File: src/fb_pkg.sv
`default_nettype none

package fb_pkg;

	// Visible frame, one word per pixel
	localparam int frame_width = 16;
	localparam int frame_height = 8;
	localparam int frame_words = frame_width * frame_height;

	// Horizontal timing in clocks
	// Counter zero is the first front porch clock, active pixels come last
	localparam int h_front = 2;
	localparam int h_sync = 2;
	localparam int h_back = 4;
	localparam int h_blank_len = h_front + h_sync + h_back;
	localparam int h_total = h_blank_len + frame_width;

	// Vertical timing in lines, same ordering as horizontal
	localparam int v_front = 1;
	localparam int v_sync = 1;
	localparam int v_back = 2;
	localparam int v_blank_len = v_front + v_sync + v_back;
	localparam int v_total = v_blank_len + frame_height;

	// Frame memory
	localparam int addr_bits = 7;
	localparam int mem_words = 1 << addr_bits;
	localparam int read_latency = 2;
	// Enough to count every read still in the pipe
	localparam int inflight_bits = $clog2(read_latency + 1);

	// Scan counter width
	localparam int coord_bits = 5;

	// Queues
	localparam int write_fifo_depth = 4;
	localparam int write_ptr_bits = $clog2(write_fifo_depth);
	localparam int fetch_fifo_depth = 8;
	localparam int fetch_ptr_bits = $clog2(fetch_fifo_depth);

	// One memory word, raw for storage or split as RGB565
	typedef union packed {
		logic [15:0] raw;
		struct packed {
			logic [4:0] red;
			logic [5:0] green;
			logic [4:0] blue;
		} color;
	} pixel_word_t;

endpackage

`default_nettype wire

File: src/mem_port_if.sv
`timescale 1ns/1ps
`default_nettype none

interface mem_port_if;

	// Request level, held until granted
	logic req;
	logic we;
	logic [fb_pkg::addr_bits-1:0] addr;
	fb_pkg::pixel_word_t wdata;

	// Grant is same cycle, read data comes back later
	logic grant;
	fb_pkg::pixel_word_t rdata;
	logic rvalid;

	modport requester (
		output req,
		output we,
		output addr,
		output wdata,
		input grant,
		input rdata,
		input rvalid
	);

	modport arbiter (
		input req,
		input we,
		input addr,
		input wdata,
		output grant,
		output rdata,
		output rvalid
	);

endinterface

`default_nettype wire

File: src/fb_top.sv
`timescale 1ns/1ps
`default_nettype none

module fb_top (
	input logic clk,
	input logic reset,
	input logic display_en,
	input logic clear_flags,
	input logic pixel_we,
	input logic [fb_pkg::coord_bits-1:0] x,
	input logic [fb_pkg::coord_bits-1:0] y,
	input logic [23:0] rgb,
	output logic [23:0] tft_rgb,
	output logic de,
	output logic hsync,
	output logic vsync,
	output logic hblank,
	output logic vblank,
	output logic overrun,
	output logic underrun
);

	// Requester buses into the arbiter
	mem_port_if fetch_bus ();
	mem_port_if write_bus ();

	// Arbiter to frame store
	logic mem_en;
	logic mem_we;
	logic [fb_pkg::addr_bits-1:0] mem_addr;
	fb_pkg::pixel_word_t mem_wdata;
	fb_pkg::pixel_word_t mem_rdata;

	// Producer side
	pixel_writer i_writer (
		.clk(clk),
		.reset(reset),
		.pixel_we(pixel_we),
		.x(x),
		.y(y),
		.rgb(rgb),
		.clear_flags(clear_flags),
		.overrun(overrun),
		.mem(write_bus.requester)
	);

	mem_arbiter i_arbiter (
		.clk(clk),
		.reset(reset),
		.fetch_port(fetch_bus.arbiter),
		.write_port(write_bus.arbiter),
		.mem_en(mem_en),
		.mem_we(mem_we),
		.mem_addr(mem_addr),
		.mem_wdata(mem_wdata),
		.mem_rdata(mem_rdata)
	);

	frame_store i_store (
		.clk(clk),
		.mem_en(mem_en),
		.mem_we(mem_we),
		.mem_addr(mem_addr),
		.mem_wdata(mem_wdata),
		.mem_rdata(mem_rdata)
	);

	// Panel scan, coordinates not needed here
	tft_timing i_timing (
		.clk(clk),
		.reset(reset),
		.display_en(display_en),
		.x(),
		.y(),
		.hblank(hblank),
		.vblank(vblank),
		.de(de),
		.hsync(hsync),
		.vsync(vsync)
	);

	// Display side
	tft_fetch i_fetch (
		.clk(clk),
		.reset(reset),
		.de(de),
		.vblank(vblank),
		.clear_flags(clear_flags),
		.mem(fetch_bus.requester),
		.rgb(tft_rgb),
		.underrun(underrun)
	);

endmodule

`default_nettype wire

File: src/frame_store.sv
`timescale 1ns/1ps
`default_nettype none

module frame_store (
	input logic clk,
	input logic mem_en,
	input logic mem_we,
	input logic [fb_pkg::addr_bits-1:0] mem_addr,
	input fb_pkg::pixel_word_t mem_wdata,
	output fb_pkg::pixel_word_t mem_rdata
);

	logic [15:0] mem [fb_pkg::mem_words];
	logic [fb_pkg::addr_bits-1:0] rd_addr;

	always_ff @(posedge clk) begin
		// Write port
		if (mem_en && mem_we)
			mem[mem_addr] <= mem_wdata.raw;
		// Stage 1, latch the read address
		if (mem_en && !mem_we)
			rd_addr <= mem_addr;
		// Stage 2, array output register
		mem_rdata.raw <= mem[rd_addr];
	end

endmodule

`default_nettype wire

File: src/mem_arbiter.sv
`timescale 1ns/1ps
`default_nettype none

module mem_arbiter (
	input logic clk,
	input logic reset,
	mem_port_if.arbiter fetch_port,
	mem_port_if.arbiter write_port,
	output logic mem_en,
	output logic mem_we,
	output logic [fb_pkg::addr_bits-1:0] mem_addr,
	output fb_pkg::pixel_word_t mem_wdata,
	input fb_pkg::pixel_word_t mem_rdata
);

	logic [fb_pkg::read_latency-1:0] fetch_pipe;
	logic [fb_pkg::read_latency-1:0] write_pipe;
	logic fetch_read;
	logic write_read;

	// Display fetch always first
	assign fetch_port.grant = fetch_port.req;
	assign write_port.grant = write_port.req && !fetch_port.req;

	// Winner drives the memory
	assign mem_en = fetch_port.req || write_port.req;
	always_comb begin
		if (fetch_port.req) begin
			mem_we = fetch_port.we;
			mem_addr = fetch_port.addr;
			mem_wdata = fetch_port.wdata;
		end else begin
			mem_we = write_port.we;
			mem_addr = write_port.addr;
			mem_wdata = write_port.wdata;
		end
	end

	// Reads accepted this cycle
	assign fetch_read = fetch_port.grant && !fetch_port.we;
	assign write_read = write_port.grant && !write_port.we;

	// Markers follow each read down the store pipeline
	always_ff @(posedge clk) begin
		if (reset) begin
			fetch_pipe <= '0;
			write_pipe <= '0;
		end else begin
			fetch_pipe <= {fetch_pipe[fb_pkg::read_latency-2:0], fetch_read};
			write_pipe <= {write_pipe[fb_pkg::read_latency-2:0], write_read};
		end
	end

	// Data is shared, valid tells the owner
	assign fetch_port.rdata = mem_rdata;
	assign fetch_port.rvalid = fetch_pipe[fb_pkg::read_latency-1];
	assign write_port.rdata = mem_rdata;
	assign write_port.rvalid = write_pipe[fb_pkg::read_latency-1];

endmodule

`default_nettype wire

File: src/pixel_writer.sv
`timescale 1ns/1ps
`default_nettype none

module pixel_writer (
	input logic clk,
	input logic reset,
	input logic pixel_we,
	input logic [fb_pkg::coord_bits-1:0] x,
	input logic [fb_pkg::coord_bits-1:0] y,
	input logic [23:0] rgb,
	input logic clear_flags,
	output logic overrun,
	mem_port_if.requester mem
);

	fb_pkg::pixel_word_t in_word;
	logic [31:0] in_linear;
	fb_pkg::pixel_word_t q_word [fb_pkg::write_fifo_depth];
	logic [fb_pkg::addr_bits-1:0] q_addr [fb_pkg::write_fifo_depth];
	logic [fb_pkg::write_ptr_bits-1:0] wr_ptr;
	logic [fb_pkg::write_ptr_bits-1:0] rd_ptr;
	logic [fb_pkg::write_ptr_bits:0] count;
	logic full;
	logic push;
	logic pop;

	// Keep the top bits of each channel
	always_comb begin
		in_word.color.red = rgb[23:19];
		in_word.color.green = rgb[15:10];
		in_word.color.blue = rgb[7:3];
	end

	// Raster address, row major
	assign in_linear = y * fb_pkg::frame_width + x;

	assign full = count == fb_pkg::write_fifo_depth;
	// Strobe while full is lost
	assign push = pixel_we && !full;
	assign pop = mem.req && mem.grant;

	// Head of queue goes out as a write
	assign mem.req = count != 0;
	assign mem.we = 1'b1;
	assign mem.addr = q_addr[rd_ptr];
	assign mem.wdata = q_word[rd_ptr];

	// Queue storage
	always_ff @(posedge clk) begin
		if (push) begin
			q_word[wr_ptr] <= in_word;
			q_addr[wr_ptr] <= in_linear[fb_pkg::addr_bits-1:0];
		end
	end

	always_ff @(posedge clk) begin
		if (reset) begin
			wr_ptr <= '0;
			rd_ptr <= '0;
			count <= '0;
			overrun <= 1'b0;
		end else begin
			if (push)
				wr_ptr <= wr_ptr + 1'b1;
			if (pop)
				rd_ptr <= rd_ptr + 1'b1;
			// Fill level
			if (push && !pop)
				count <= count + 1'b1;
			else if (!push && pop)
				count <= count - 1'b1;
			// Sticky until cleared, a drop wins over clear
			if (pixel_we && full)
				overrun <= 1'b1;
			else if (clear_flags)
				overrun <= 1'b0;
		end
	end

endmodule

`default_nettype wire

File: src/tft_fetch.sv
`timescale 1ns/1ps
`default_nettype none

module tft_fetch (
	input logic clk,
	input logic reset,
	input logic de,
	input logic vblank,
	input logic clear_flags,
	mem_port_if.requester mem,
	output logic [23:0] rgb,
	output logic underrun
);

	fb_pkg::pixel_word_t fifo [fb_pkg::fetch_fifo_depth];
	fb_pkg::pixel_word_t head;
	logic [fb_pkg::fetch_ptr_bits-1:0] wr_ptr;
	logic [fb_pkg::fetch_ptr_bits-1:0] rd_ptr;
	logic [fb_pkg::fetch_ptr_bits:0] fill;
	logic [fb_pkg::addr_bits:0] rd_addr;
	logic [fb_pkg::inflight_bits-1:0] inflight;
	logic [fb_pkg::inflight_bits-1:0] discard;
	logic vblank_q;
	logic restart;
	logic finished;
	logic take;
	logic push;
	logic pop;

	// New frame starts when blanking begins
	assign restart = vblank && !vblank_q;
	assign finished = rd_addr == fb_pkg::frame_words;

	// Keep fill plus reads on the way within the FIFO
	assign mem.req = !restart && !finished &&
		(int'(fill) + int'(inflight) < fb_pkg::fetch_fifo_depth);
	assign mem.we = 1'b0;
	assign mem.addr = rd_addr[fb_pkg::addr_bits-1:0];
	assign mem.wdata = '0;
	assign take = mem.req && mem.grant;

	// Returns from before a restart are thrown away
	assign push = mem.rvalid && discard == 0 && !restart;
	assign pop = de && fill != 0;

	// RGB565 to RGB888, top bits repeated into the low bits
	assign head = fifo[rd_ptr];
	always_comb begin
		rgb = '0;
		if (pop)
			rgb = {head.color.red, head.color.red[4:2],
				head.color.green, head.color.green[5:4],
				head.color.blue, head.color.blue[4:2]};
	end

	always_ff @(posedge clk) begin
		if (push)
			fifo[wr_ptr] <= mem.rdata;
	end

	always_ff @(posedge clk) begin
		if (reset) begin
			vblank_q <= 1'b1;
			rd_addr <= '0;
			inflight <= '0;
			discard <= '0;
			wr_ptr <= '0;
			rd_ptr <= '0;
			fill <= '0;
			underrun <= 1'b0;
		end else begin
			vblank_q <= vblank;
			// Outstanding reads, restart does not cancel them in the store
			if (take && !mem.rvalid)
				inflight <= inflight + 1'b1;
			else if (!take && mem.rvalid)
				inflight <= inflight - 1'b1;
			if (restart) begin
				// Whatever is still coming belongs to the old frame
				discard <= mem.rvalid ? inflight - 1'b1 : inflight;
				rd_addr <= '0;
				wr_ptr <= '0;
				rd_ptr <= '0;
				fill <= '0;
			end else begin
				if (mem.rvalid && discard != 0)
					discard <= discard - 1'b1;
				if (take)
					rd_addr <= rd_addr + 1'b1;
				if (push)
					wr_ptr <= wr_ptr + 1'b1;
				if (pop)
					rd_ptr <= rd_ptr + 1'b1;
				if (push && !pop)
					fill <= fill + 1'b1;
				else if (!push && pop)
					fill <= fill - 1'b1;
			end
			// Empty FIFO on a visible pixel
			if (de && fill == 0)
				underrun <= 1'b1;
			else if (clear_flags)
				underrun <= 1'b0;
		end
	end

endmodule

`default_nettype wire

File: src/tft_timing.sv
`timescale 1ns/1ps
`default_nettype none

module tft_timing (
	input logic clk,
	input logic reset,
	input logic display_en,
	output logic [fb_pkg::coord_bits-1:0] x,
	output logic [fb_pkg::coord_bits-1:0] y,
	output logic hblank,
	output logic vblank,
	output logic de,
	output logic hsync,
	output logic vsync
);

	logic [fb_pkg::coord_bits-1:0] h_cnt;
	logic [fb_pkg::coord_bits-1:0] v_cnt;
	logic [fb_pkg::coord_bits-1:0] h_next;
	logic [fb_pkg::coord_bits-1:0] v_next;
	logic [fb_pkg::coord_bits-1:0] h_rel;
	logic [fb_pkg::coord_bits-1:0] v_rel;
	logic h_act;
	logic v_act;

	// Next scan position, parked at zero while disabled
	always_comb begin
		h_next = h_cnt + 1'b1;
		v_next = v_cnt;
		if (!display_en) begin
			h_next = '0;
			v_next = '0;
		end else if (h_cnt == fb_pkg::h_total - 1) begin
			h_next = '0;
			if (v_cnt == fb_pkg::v_total - 1)
				v_next = '0;
			else
				v_next = v_cnt + 1'b1;
		end
	end

	// Region decode of the next position
	assign h_act = h_next >= fb_pkg::h_blank_len;
	assign v_act = v_next >= fb_pkg::v_blank_len;
	// Pixel coordinates inside the active area
	assign h_rel = h_next - fb_pkg::h_blank_len[fb_pkg::coord_bits-1:0];
	assign v_rel = v_next - fb_pkg::v_blank_len[fb_pkg::coord_bits-1:0];

	always_ff @(posedge clk) begin
		if (reset) begin
			h_cnt <= '0;
			v_cnt <= '0;
			x <= '0;
			y <= '0;
			// Zero sits in the front porch, so blanked
			hblank <= 1'b1;
			vblank <= 1'b1;
			de <= 1'b0;
			hsync <= 1'b0;
			vsync <= 1'b0;
		end else begin
			h_cnt <= h_next;
			v_cnt <= v_next;
			x <= h_act ? h_rel : '0;
			y <= v_act ? v_rel : '0;
			hblank <= !h_act;
			vblank <= !v_act;
			de <= h_act && v_act;
			// Sync pulses right after the front porch
			hsync <= h_next >= fb_pkg::h_front && h_next < fb_pkg::h_front + fb_pkg::h_sync;
			vsync <= v_next >= fb_pkg::v_front && v_next < fb_pkg::v_front + fb_pkg::v_sync;
		end
	end

endmodule

`default_nettype wire

File: config.mk
export PLATFORM = sky130hd
export DESIGN_NAME = fb_top
export DESIGN_NICKNAME = d
export VERILOG_FILES = /design/src/fb_pkg.sv /design/src/mem_port_if.sv /design/src/fb_top.sv /design/src/frame_store.sv /design/src/mem_arbiter.sv /design/src/pixel_writer.sv /design/src/tft_fetch.sv /design/src/tft_timing.sv
export SDC_FILE = /design/constraint.sdc
export NUM_CORES = 2
export LEC_CHECK = 0
export BUFFER_PORTS_ARGS = -buffer_cell sky130_fd_sc_hd__buf_2
export CAP_MARGIN = 20
export CORE_MARGIN = 2
export CORE_UTILIZATION = 44
export CTS_CLUSTER_DIAMETER = 100
export DETAILED_ROUTE_END_ITERATION = 6
export GPL_TIMING_DRIVEN = 0
export HOLD_SLACK_MARGIN = 0.08
export PLACE_DENSITY_LB_ADDON = 0.15
export SLEW_MARGIN = 30
export SYNTH_ARGS = -nofsm -noshare
export SYNTH_HDL_FRONTEND = slang
export SYNTH_SLANG_ARGS = --single-unit
File: constraint.sdc
create_clock -name clk -period 10.7 [get_ports clk]
set_clock_uncertainty 0.1 [all_clocks]
set_input_delay 2.14 -clock clk [delete_from_list [all_inputs] [get_ports clk]]
set_output_delay 2.14 -clock clk [all_outputs]
set_load 0.005 [all_outputs]
==> impl_metrics.json <==
{
  "cts.path.max_buffers": 3,
  "final_common_cell": "edfxtp_1",
  "antenna_found_initial": 22,
  "critPathSlowestCell": "buf_1",
  "io_pins": 70,
  "die_w_um": 456,
  "rows": 165,
  "rsz0062_at_grt": "false",
  "setup.worst_path.class": "reg2out",
  "netSwitchingPower_mw": 6.35,
  "yosysUniqueCellTypes": 60,
  "crit_fanout": 10,
  "synth_top_family_by_area": "multiplexers",
  "pre_cts_ws_ns": 5.51,
  "p_seq_share_pct": 45.5,
  "synth_seq_cells": 2345,
  "layout-drive-gt1-share_pct": 34.8,
  "cts_num_sinks": 2345,
  "finalSetupViolations": 0,
  "postRouteAntennaNets": 0,
  "drt_pass1_iterations": 5,
  "ctsRootBufferMaster": "clkbuf_16",
  "cts_resized": 0,
  "drv_slew": 0,
  "route.detailed.wl_per_inst_um": 32.4,
  "setup_ws_ns": 5.24,
  "worst_ep_arrival_time_ns": 3.22,
  "p_comb_share_pct": 20.3,
  "postSynthAreaPerCell_um2": 24.0,
  "ir_drop_mv": 0.162,
  "worst_pin_slew_ns": 1.05,
  "p_clk_share_pct": 34.2,
  "coreArea_um2": 203000,
  "powerDensity_nw_per_um2": 223,
  "placedCellCount": 6612,
  "area_growth_pct": 15.2,
  "clk_pin_slew_ns": 0.06,
  "syn_inst": 3750,
  "grt_overflow": 0,
  "hold_buffers": 0,
  "start_util_pct": 44.4,
  "netlist_area_um2": 89800,
  "whs_ns": 0.340,
  "required_ns": 8.46,
  "swShare_pct": 27.6,
  "p_leak_nw": 32.0,
  "vias": 41300,
  "cts_tree": "yes",
  "crit_chain": "buf_1 > buf_1 > mux2i_1 > nor2_1 > buf_4 > buf_2",
  "post-dp-hpwl_um": 155000,
  "grt_pass1_vias": 41200,
  "yosys.area_share.simple_pct": 1.67,
  "grt_usage_pct": 22.0,
  "drc": 0,
  "fill_cells": 15600,
  "max_stage_delay_ns": 0.79,
  "drtIter0Drc": 5438,
  "synth_area_leaders": "edfxtp_1, mux4_2, dfxtp_1",
  "ys.flop_type": "edfxtp_1",
  "fin_crit_ns": 5.46,
  "yosysSeqAreaShare_pct": 77.6,
  "h-tree-depth": 4,
  "dieArea_um2": 208000,
  "grt_max_degree": 65,
  "endpoint_kind": "output pin",
  "synth_enable_flop_cells": 2275,
  "cts_buffers": 233,
  "period_share_pct": 51.0,
  "hold_viol_final": 0,
  "insertion_delay_ns": 0.88,
  "grt_pass1_wl_um": 321000,
  "cts_setup_buffers": 0,
  "synth_xor_area_share_pct": 0.292,
  "wl_um": 228000,
  "min_path_type": "reg2reg",
  "crit_path_start_kind": "flop",
  "synth_compound_area_share_pct": 0.368,
  "clock.fmax_mhz": 183,
  "numPortBuffers": 59,
  "synth_mux_area_share_pct": 18.7,
  "instances_no_fill": 7053,
  "drv_cap": 0,
  "synth_warnings": 0,
  "internal_power_mw": 16.7,
  "max_slew_margin_pct": 29.8,
  "async_reset_ff_share_pct": 0,
  "synth_top_area_share_pct": 76.0,
  "fin_nets": 4236,
  "synth.net_count": 3810,
  "status": "completed",
  "yosys.area_share.adder_pct": 0.309,
  "gp_congestion": 0.850,
  "tns_ns": 0,
  "yosysTopAreaCell": "edfxtp_1",
  "final_cell_mix": "edfxtp_1, mux4_2, clkbuf_16",
  "cp_common_cell": "buf_1",
  "viasPerCell": 5.85,
  "die_y_um": 456
}
kinds of logic after synthesis:
kind of cell / count (synthesis)
AOI/OAI and AO/OA: 47
DFF: 2345
muxes: 765
adders and majority gates: 21
and+or+nand+nor: 312
buffers and inverters: 230
xor gates and xnor gates: 30
worst paths after layout:
kind	start	to	slack (ns)	cells past startpoint
setup / recovery	flop	tft_rgb[14]	5.24	6
setup reg to reg	i_fetch.rd_addr[0]	i_store.mem[83][6]	5.55	13
hold reg to reg	i_arbiter.fetch_pipe[0]	i_arbiter.fetch_pipe[1]	0.34	1
hold / removal	i_arbiter.fetch_pipe[0]	i_arbiter.fetch_pipe[1]	0.34	1
per-layer routing:
| metal | track usage, % | part of all wire, % | vias to the layer above |
|---|---|---|---|
| li1 | - | - | 16900 |
| met1 | 32.1 | 43 | 22600 |
| met2 | 34.3 | 47 | 1488 |
| met3 | 3.74 | 6.5 | 298 |
| met4 | 6.70 | 3.1 | 6 |
| met5 | 0 | 0.018 | - |
cell usage after synthesis (11+ instances only):
cell type	n
a21oi_1	11
and2_1	23
buf_1	24
buf_2	55
buf_4	11
clkbuf_1	121
dfxtp_1	70
edfxtp_1	2275
ha_1	19
inv_1	17
mux2_2	17
mux2i_1	21
mux4_2	727
nand2_1	23
nand3_1	11
nor2_1	178
xor2_1	20
area by class of cell:
class	count	area (um2)	area share, %
Buffer	212	968	0.936
Clock inverter	140	1160	1.12
Antenna cell	6	15.0	0.0145
Inverter	18	67.6	0.0653
Multi-Input combinational cell	1175	20000	19.3
Timing Repair Buffer	191	2090	2.02
Tap cell	2672	3340	3.23
Clock buffer	294	6130	5.93
Sequential cell	2345	69700	67.4
power by group through the flow:
stage / Combinational, mW / Sequential (mW) / Clock (mW)
after floorplan: 2.67 / 10.7 / 0
after global placement: 4.58 / 10.7 / 0
after detailed placement: 4.72 / 10.7 / 0
after CTS: 4.73 / 10.5 / 8.00
after global routing: 4.84 / 10.5 / 8.35
final: 4.69 / 10.5 / 7.87
critical path: cells and delay by family, from the launching register on:
| kind | cells | cell delay [ns] |
|---|---|---|
| buffers and inverters | 4 | 1.56 |
| muxes | 1 | 0.39 |
| DFF | 1 | 0.30 |
| and+or+nand+nor | 1 | 0.11 |
flip-flops by register name (all words and copies together), names as in the netlist, 3 cells and up, named ones only:
signal,count
i_writer.q_addr,28
i_fetch.wr_ptr,3
i_timing.h_cnt,5
i_timing.v_cnt,5
i_writer.q_word,64
i_store.mem,2048
i_fetch.fifo,128
i_store.rd_addr,7
i_fetch.fill,4
i_fetch.rd_ptr,3
i_store.mem_rdata,16
i_fetch.rd_addr,8
i_writer.count,3
stage by stage:
stage / instance area (um2) / power, mW / utilization (%)
finish: 103000 / 23.1 / 51.1
global route: 103000 / 23.7 / 51.1
CTS: 103000 / 23.2 / 51.1
detailed placement: 96100 / 15.4 / 47.5
global placement: 93500 / 15.3 / 46.2
floorplan: 89800 / 13.3 / -
No activity file was read; power rests on OpenSTA's default activity.
